File: src/verilog/issueSelect_config.svh
/*
 * Sizing constants for the issue-queue select stage.
 * Include this header wherever the queue, index or tree dimensions are needed;
 * the leaf width times the leaf count must equal the queue size.
 */
`ifndef ISSUESELECT_CONFIG_SVH
`define ISSUESELECT_CONFIG_SVH

// queue entries, one request bit each
`define ISSUEQ_SIZE 32
// bits of an encoded entry number
`define ISSUEQ_LOG 5
// issue lanes A, B and C
`define ISSUE_LANES 3
// entries handled by one leaf of the select tree
`define SELECT_LEAF_WIDTH 8
// leaves under the root, also the root input width
`define SELECT_LEAF_COUNT 4

`endif

File: src/verilog/issueSelectPkg.sv
/*
 * Vector types shared by the select stage.
 * Modules import this package in their header; widths come from the config defines.
 */
`include "issueSelect_config.svh"

package issueSelectPkg;

	// one bit per queue entry, used for requests and one-hot grants
	typedef logic [`ISSUEQ_SIZE-1:0] issueVec_t;

	// encoded entry number
	typedef logic [`ISSUEQ_LOG-1:0] entryIdx_t;

	// lane enables, bit 2 is lane A, bit 1 lane B, bit 0 lane C
	typedef logic [`ISSUE_LANES-1:0] laneMask_t;

endpackage

File: src/verilog/cascadedSelectBlock.sv
`timescale 1ns/1ps

/*
 * Three-lane select block, one node of the select tree.
 * Request groups are interleaved and picked three times in a chain; the enabled
 * lanes take the picks in order A, B, C. Used at the leaves and at the root.
 */
module cascadedSelectBlock #(
	parameter int blockWidth = 8
) (
	input  logic [blockWidth-1:0] reqA_i,
	input  logic [blockWidth-1:0] reqB_i,
	input  logic [blockWidth-1:0] reqC_i,
	input  logic                  grantEnA_i,
	input  logic                  grantEnB_i,
	input  logic                  grantEnC_i,
	output logic [blockWidth-1:0] grantA_o,
	output logic [blockWidth-1:0] grantB_o,
	output logic [blockWidth-1:0] grantC_o,
	output logic                  reqA_o,
	output logic                  reqB_o,
	output logic                  reqC_o
);

	localparam int fullWidth = 3 * blockWidth;

	logic [fullWidth-1:0]  stage1Vec;
	logic [fullWidth-1:0]  stage2Vec;
	logic [fullWidth-1:0]  stage3Vec;
	logic [fullWidth-1:0]  pick1Vec;
	logic [fullWidth-1:0]  pick2Vec;
	logic [fullWidth-1:0]  pick3Vec;
	logic [blockWidth-1:0] pick1Grp;
	logic [blockWidth-1:0] pick2Grp;
	logic [blockWidth-1:0] pick3Grp;

	// input i occupies three adjacent bits, A lowest
	always_comb
	begin
		for (int i = 0; i < blockWidth; i++)
		begin
			stage1Vec[3*i]   = reqA_i[i];
			stage1Vec[3*i+1] = reqB_i[i];
			stage1Vec[3*i+2] = reqC_i[i];
		end
	end

	// each pick only sees what the earlier picks left
	assign stage2Vec = stage1Vec & ~pick1Vec;
	assign stage3Vec = stage2Vec & ~pick2Vec;

	priorityPick #(.pickWidth(fullWidth)) firstPick (
		.pickIn_i (stage1Vec),
		.pickOut_o(pick1Vec)
	);

	priorityPick #(.pickWidth(fullWidth)) secondPick (
		.pickIn_i (stage2Vec),
		.pickOut_o(pick2Vec)
	);

	priorityPick #(.pickWidth(fullWidth)) thirdPick (
		.pickIn_i (stage3Vec),
		.pickOut_o(pick3Vec)
	);

	// fold each pick back to one bit per input
	always_comb
	begin
		for (int i = 0; i < blockWidth; i++)
		begin
			pick1Grp[i] = |pick1Vec[3*i +: 3];
			pick2Grp[i] = |pick2Vec[3*i +: 3];
			pick3Grp[i] = |pick3Vec[3*i +: 3];
		end
	end

	// counts seen by the next level up
	assign reqA_o = |pick1Vec;
	assign reqB_o = |pick2Vec;
	assign reqC_o = |pick3Vec;

	// enabled lanes take the next unused pick, disabled lanes get nothing
	always_comb
	begin
		grantA_o = '0;
		grantB_o = '0;
		grantC_o = '0;
		if (grantEnA_i)
			grantA_o = pick1Grp;
		if (grantEnB_i)
			grantB_o = grantEnA_i ? pick2Grp : pick1Grp;
		if (grantEnC_i)
		begin
			case ({grantEnA_i, grantEnB_i})
				2'b00:   grantC_o = pick1Grp;
				2'b11:   grantC_o = pick3Grp;
				default: grantC_o = pick2Grp;
			endcase
		end
	end

endmodule

File: src/verilog/grantRegister.sv
`timescale 1ns/1ps

/*
 * Output register of the select stage.
 * Captures each lane's grant vector and index every cycle and derives the lane
 * valid from a nonzero grant. Synchronous active-low reset clears all outputs.
 */
module grantRegister import issueSelectPkg::*; (
	input  logic      clk,
	input  logic      rstN_i,
	input  issueVec_t grantVecA_i,
	input  issueVec_t grantVecB_i,
	input  issueVec_t grantVecC_i,
	input  entryIdx_t entryA_i,
	input  entryIdx_t entryB_i,
	input  entryIdx_t entryC_i,
	output logic      grantedValidA_o,
	output logic      grantedValidB_o,
	output logic      grantedValidC_o,
	output entryIdx_t grantedEntryA_o,
	output entryIdx_t grantedEntryB_o,
	output entryIdx_t grantedEntryC_o,
	output issueVec_t grantedVectorA_o,
	output issueVec_t grantedVectorB_o,
	output issueVec_t grantedVectorC_o
);

	always_ff @(posedge clk)
	begin
		if (!rstN_i)
		begin
			grantedValidA_o  <= 1'b0;
			grantedValidB_o  <= 1'b0;
			grantedValidC_o  <= 1'b0;
			grantedEntryA_o  <= '0;
			grantedEntryB_o  <= '0;
			grantedEntryC_o  <= '0;
			grantedVectorA_o <= '0;
			grantedVectorB_o <= '0;
			grantedVectorC_o <= '0;
		end
		else
		begin
			// a lane is valid only when it actually got an entry
			grantedValidA_o  <= |grantVecA_i;
			grantedValidB_o  <= |grantVecB_i;
			grantedValidC_o  <= |grantVecC_i;
			grantedEntryA_o  <= entryA_i;
			grantedEntryB_o  <= entryB_i;
			grantedEntryC_o  <= entryC_i;
			grantedVectorA_o <= grantVecA_i;
			grantedVectorB_o <= grantVecB_i;
			grantedVectorC_o <= grantVecC_i;
		end
	end

endmodule

File: src/verilog/issueSelect.sv
`timescale 1ns/1ps

/*
 * Top level of the three-lane issue select stage.
 * Takes a request vector and lane enables every cycle; grants, indices and
 * valids for those inputs appear one clock edge later.
 */
module issueSelect import issueSelectPkg::*; (
	input  logic      clk,
	input  logic      rstN_i,
	input  issueVec_t requestVector_i,
	input  laneMask_t laneEnable_i,
	output logic      grantedValidA_o,
	output logic      grantedValidB_o,
	output logic      grantedValidC_o,
	output entryIdx_t grantedEntryA_o,
	output entryIdx_t grantedEntryB_o,
	output entryIdx_t grantedEntryC_o,
	output issueVec_t grantedVectorA_o,
	output issueVec_t grantedVectorB_o,
	output issueVec_t grantedVectorC_o
);

	// combinational grants for the current request vector
	issueVec_t grantVecA;
	issueVec_t grantVecB;
	issueVec_t grantVecC;
	entryIdx_t entryA;
	entryIdx_t entryB;
	entryIdx_t entryC;

	selectTree tree (
		.requestVector_i(requestVector_i),
		.laneEnable_i   (laneEnable_i),
		.grantVecA_o    (grantVecA),
		.grantVecB_o    (grantVecB),
		.grantVecC_o    (grantVecC)
	);

	oneHotEncoder encodeA (
		.vector_i (grantVecA),
		.encoded_o(entryA)
	);

	oneHotEncoder encodeB (
		.vector_i (grantVecB),
		.encoded_o(entryB)
	);

	oneHotEncoder encodeC (
		.vector_i (grantVecC),
		.encoded_o(entryC)
	);

	grantRegister outReg (
		.clk             (clk),
		.rstN_i          (rstN_i),
		.grantVecA_i     (grantVecA),
		.grantVecB_i     (grantVecB),
		.grantVecC_i     (grantVecC),
		.entryA_i        (entryA),
		.entryB_i        (entryB),
		.entryC_i        (entryC),
		.grantedValidA_o (grantedValidA_o),
		.grantedValidB_o (grantedValidB_o),
		.grantedValidC_o (grantedValidC_o),
		.grantedEntryA_o (grantedEntryA_o),
		.grantedEntryB_o (grantedEntryB_o),
		.grantedEntryC_o (grantedEntryC_o),
		.grantedVectorA_o(grantedVectorA_o),
		.grantedVectorB_o(grantedVectorB_o),
		.grantedVectorC_o(grantedVectorC_o)
	);

endmodule

File: src/verilog/oneHotEncoder.sv
`timescale 1ns/1ps

/*
 * One-hot to index encoder for a lane's grant vector.
 * ORs the positions of all set bits; a zero vector encodes to entry 0.
 */
`include "issueSelect_config.svh"

module oneHotEncoder import issueSelectPkg::*; (
	input  issueVec_t vector_i,
	output entryIdx_t encoded_o
);

	always_comb
	begin
		encoded_o = '0;
		for (int i = 0; i < `ISSUEQ_SIZE; i++)
		begin
			// only one bit is expected, so the OR is that bit's position
			if (vector_i[i])
				encoded_o = encoded_o | entryIdx_t'(i);
		end
	end

endmodule

File: src/verilog/priorityPick.sv
`timescale 1ns/1ps

/*
 * Lowest-set-bit picker.
 * Clears every bit above the lowest set bit, so the output is zero or one-hot.
 */
module priorityPick #(
	parameter int pickWidth = 24
) (
	input  logic [pickWidth-1:0] pickIn_i,
	output logic [pickWidth-1:0] pickOut_o
);

	// a bit stays open only while nothing below it was set
	logic [pickWidth-1:0] keepMask;

	always_comb
	begin
		keepMask[0] = 1'b1;
		for (int j = 1; j < pickWidth; j++)
		begin
			if (pickIn_i[j-1])
				keepMask[j] = 1'b0;
			else
				keepMask[j] = keepMask[j-1];
		end
	end

	assign pickOut_o = pickIn_i & keepMask;

endmodule

File: src/verilog/selectTree.sv
`timescale 1ns/1ps

/*
 * Two-level, three-lane select tree over the whole issue queue.
 * Four leaves report how many requests they hold; the root hands the lane
 * enables down so each lane lands on the right entry of the right leaf.
 */
`include "issueSelect_config.svh"

module selectTree import issueSelectPkg::*; (
	input  issueVec_t requestVector_i,
	input  laneMask_t laneEnable_i,
	output issueVec_t grantVecA_o,
	output issueVec_t grantVecB_o,
	output issueVec_t grantVecC_o
);

	// leaf holds at least one, two, three requests
	logic [`SELECT_LEAF_COUNT-1:0] leafAtLeast1;
	logic [`SELECT_LEAF_COUNT-1:0] leafAtLeast2;
	logic [`SELECT_LEAF_COUNT-1:0] leafAtLeast3;

	// per-leaf lane enables from the root
	logic [`SELECT_LEAF_COUNT-1:0] leafEnA;
	logic [`SELECT_LEAF_COUNT-1:0] leafEnB;
	logic [`SELECT_LEAF_COUNT-1:0] leafEnC;

	for (genvar leaf = 0; leaf < `SELECT_LEAF_COUNT; leaf++)
	begin : gLeaf
		// leaves only carry queue requests on their A inputs
		cascadedSelectBlock #(.blockWidth(`SELECT_LEAF_WIDTH)) leafBlock (
			.reqA_i    (requestVector_i[leaf*`SELECT_LEAF_WIDTH +: `SELECT_LEAF_WIDTH]),
			.reqB_i    ('0),
			.reqC_i    ('0),
			.grantEnA_i(leafEnA[leaf]),
			.grantEnB_i(leafEnB[leaf]),
			.grantEnC_i(leafEnC[leaf]),
			.grantA_o  (grantVecA_o[leaf*`SELECT_LEAF_WIDTH +: `SELECT_LEAF_WIDTH]),
			.grantB_o  (grantVecB_o[leaf*`SELECT_LEAF_WIDTH +: `SELECT_LEAF_WIDTH]),
			.grantC_o  (grantVecC_o[leaf*`SELECT_LEAF_WIDTH +: `SELECT_LEAF_WIDTH]),
			.reqA_o    (leafAtLeast1[leaf]),
			.reqB_o    (leafAtLeast2[leaf]),
			.reqC_o    (leafAtLeast3[leaf])
		);
	end

	// root interleaves the counts per leaf, so a busy leaf can absorb
	// several lanes before the next leaf is considered
	// lane valid is taken from the grant vectors, the root counts stay open
	cascadedSelectBlock #(.blockWidth(`SELECT_LEAF_COUNT)) rootBlock (
		.reqA_i    (leafAtLeast1),
		.reqB_i    (leafAtLeast2),
		.reqC_i    (leafAtLeast3),
		.grantEnA_i(laneEnable_i[2]),
		.grantEnB_i(laneEnable_i[1]),
		.grantEnC_i(laneEnable_i[0]),
		.grantA_o  (leafEnA),
		.grantB_o  (leafEnB),
		.grantC_o  (leafEnC),
		.reqA_o    (),
		.reqB_o    (),
		.reqC_o    ()
	);

endmodule
File: config.mk
export PLATFORM = sky130hd
export DESIGN_NAME = issueSelect
export DESIGN_NICKNAME = d
export VERILOG_FILES = /design/src/verilog/issueSelectPkg.sv /design/src/verilog/cascadedSelectBlock.sv /design/src/verilog/grantRegister.sv /design/src/verilog/issueSelect.sv /design/src/verilog/oneHotEncoder.sv /design/src/verilog/priorityPick.sv /design/src/verilog/selectTree.sv
export VERILOG_INCLUDE_DIRS = /design/src /design/src/verilog
export SDC_FILE = /design/constraint.sdc
export NUM_CORES = 1
export LEC_CHECK = 0
export BUFFER_PORTS_ARGS = -buffer_cell sky130_fd_sc_hd__buf_2
export CAP_MARGIN = 10
export CORE_MARGIN = 8
export CORE_UTILIZATION = 30
export DETAILED_ROUTE_END_ITERATION = 6
export PLACE_DENSITY_LB_ADDON = 0.08
export SLEW_MARGIN = 20
export SYNTH_ARGS = -nofsm -noshare
export SYNTH_HDL_FRONTEND = slang
export SYNTH_SLANG_ARGS = --single-unit
File: constraint.sdc
create_clock -name clk -period 4.8 [get_ports clk]
set_clock_uncertainty 0.2 [all_clocks]
set_input_delay 0.96 -clock clk [delete_from_list [all_inputs] [get_ports clk]]
set_output_delay 0.96 -clock clk [all_outputs]
set_load 0.03 [all_outputs]
==> flow_metrics.tcl <==
set metrics [dict create \
    rsz0062_at_grt "false" \
    use_met2_pct 31.9 \
    finalSetupViolations 0 \
    areaGrowthSynthToFinish_pct 36.6 \
    cts_buffers 17 \
    cts_tree "yes" \
    route.detailed.drc 0 \
    setup_tns_ps 0 \
    fp-row-count 57 \
    antenna_found_initial 0 \
    hpwl_mm 24.2 \
    grt.met1_usage_pct 26.8 \
    status "complete, no violations" \
    grt_max_degree 28 \
    async_reset_ff_share_pct 0 \
    crit_type "in2reg" \
    synth-main-ff-cell "dfxtp_1" \
    grt_pass1_vias 8118 \
    first_pass_iters 6 \
    core_area_um2 24200 \
    synth-seq-cells 114 \
    period_needed_ps 4560 \
    cp-end-kind "flop" \
    finalCritPeriodShare_pct 94.9 \
    crit_fanout 7 \
    power_leakage_uw 0.00443 \
    dp.cells 1539 \
    hold_buffers 0 \
    cts_max_level 4 \
    cp-start-kind "primary input" \
    final_max_slew_viol_count 0 \
    finalHoldViolCount 0 \
    worst_slew_pin_slew_ps 1080 \
    final_nets 1281 \
    stdcell_count 1571 \
    place.port_buffers 150 \
    ys_warn_count 0 \
    grt_first_pass_wirelength_mm 47.6 \
    wl_per_cell_um 19.6 \
    die_x_um 173 \
    via_per_inst 5.31 \
    arrival_ps 4700 \
    cts-root-buf "clkbuf_16" \
    drt_first_iter_violations 687 \
    drv_cap 0 \
    vias 8337 \
    cp.required_ps 4940 \
    relSlewSlack_pct 26.4 \
    synthCells 982 \
    avgSynthCellArea_um2 7.52 \
    drive_above_1_share_pct 31.8 \
    io_pins 151 \
    cts.path.max_buffers 2 \
    clk_pin_slew_worst_paths_ps 60 \
    hp-class "in2reg" \
    start_util_pct 30.5 \
    die-area_um2 29900 \
    grt_util_all_layers_pct 20.1 \
    gr-usage-met3_pct 3.62 \
    die_h_um 173 \
    grt-busiest-layer "met2" \
    totalWireLength_mm 30.7 \
    synth_area_um2 7390 \
    power_density_nw_per_um2 276 \
    ant_nets 0 \
    synth_nets 1029 \
    synth_edf_count 0 \
    fmax_mhz 220 \
    seq_area_frac_synth_pct 30.9 \
    peakVddDrop_uv 174 \
    yosysUniqueCellTypes 89 \
    grt-ovfl-total 0 \
    antenna_cells 0 \
    clock-sinks 114 \
    place_congestion 0.925 \
]
## worst max-delay path, cell delays in order
cell and delay (ps):
buf_2 100, or4_1 560, a2111o_1 450, o21ai_2 110, and2_1 230, a31oi_4 100
nor2_1 260, ha_1 350, nand2b_1 190, a31oi_1 140, nand3_1 80, a2111oi_0 420
a211oi_1 130, buf_4 160, nand2_1 130, a221oi_2 80, a41oi_1 240
## per-stage QoR
step                hold WS (ps)  instance area [µm²]  worst slack, ps  total power [µW]  util (%)
floorplan                    874                 7400            -16.4              1260         -
global placement            1120                 9470             -112              1450      39.0
detailed placement          1120                 9470             -162              1440      39.0
CTS                          664                10100              268              2800      41.6
global route                 692                10100             7.84              2900      41.6
finish                       683                10100              245              2780      41.6
## Yosys cell counts (13+ instances only)
cell      count  area, µm²
a21oi_1      45        225
and2_1       13       81.3
and3_1       28        175
buf_1        13       48.8
clkbuf_1     51        191
dfxtp_1     114       2280
inv_1        20       75.1
nand2_1     126        473
nand3_1      24        120
nor2_1      119        447
nor3_1       37        185
o211ai_1     15        113
o21ai_0      57        285
xnor2_1      15        131
## cell families after synthesis
group,count (synthesis),synth area share [%]
fa+ha+maj,17,2.64
flops,114,30.9
mux,12,1.68
simple gates,439,29.7
compound gates,276,26.9
buf+inv,102,5.54
xor+xnor,22,2.61
## per-layer routing
metal  vias to the layer above  part of all wire (%)  routed length [µm]
li1                       4090                     -                   -
met5                         -                     0                   0
met1                      3906                    47               14300
met4                         0                   2.4                 749
met3                        46                   5.9                1810
met2                       295                    45               13800
## final cells by class
| cell class | instances | area, µm² |
|---|---|---|
| Multi-Input combinational cell | 766 | 4710 |
| Tap cell | 324 | 405 |
| Inverter | 24 | 90.1 |
| Clock inverter | 15 | 190 |
| Fill cell | 2586 | 14200 |
| Clock buffer | 17 | 425 |
| Sequential cell | 114 | 2280 |
| Timing Repair Buffer | 311 | 1980 |
## worst paths after layout
kind                                start                          end  slack (ps)  cells past startpoint
worst max-delay path   requestVector_i[0]    outReg.grantedEntryC_o[0]         240                     17
worst min-delay path  requestVector_i[29]  outReg.grantedVectorA_o[29]         680                      3
## report_power, final
group	total (µW)	internal [µW]	switching, µW
registers	962	957	4.59
logic	469	176	292
clock network	1350	792	560
## flip-flops by register name (all words and copies together), names as in the netlist
register / flops
outReg.grantedValidB_o: 1
outReg.grantedValidC_o: 1
outReg.grantedEntryA_o: 5
outReg.grantedVectorB_o: 32
outReg.grantedVectorC_o: 32
outReg.grantedEntryC_o: 5
outReg.grantedValidA_o: 1
outReg.grantedEntryB_o: 5
outReg.grantedVectorA_o: 32
## cell usage in the layout (no fill, tap or decap), types with 10 or more instances in the layout
| cell type | synthesis | routed |
|---|---|---|
| o21ai_0 | 57 | 57 |
| nand3_1 | 24 | 24 |
| xnor2_1 | 15 | 15 |
| a21oi_1 | 45 | 45 |
| a31oi_1 | 12 | 12 |
| inv_1 | 20 | 20 |
| clkbuf_16 | 0 | 17 |
| and3_1 | 28 | 28 |
| nand2_1 | 126 | 124 |
| a211oi_1 | 12 | 12 |
| o31ai_1 | 10 | 10 |
| o211ai_1 | 15 | 15 |
| nor2b_1 | 11 | 10 |
| buf_4 | 1 | 159 |
| dfxtp_1 | 114 | 114 |
| nand2b_1 | 10 | 10 |
| buf_2 | 11 | 150 |
| nor2_1 | 119 | 119 |
| o21a_1 | 12 | 12 |
| nor4_1 | 11 | 11 |
| and2_1 | 13 | 13 |
| nor3_1 | 37 | 37 |
## what timing repair did
| action | in CTS | in global routing |
|---|---|---|
| setup endpoints to repair | 0 | 3 |
| hold endpoints to repair | 0 | 0 |
| gates resized for setup | 0 | 3 |
| buffers inserted | 0 | 0 |
Note: power is estimated with default switching activity, not from simulation.
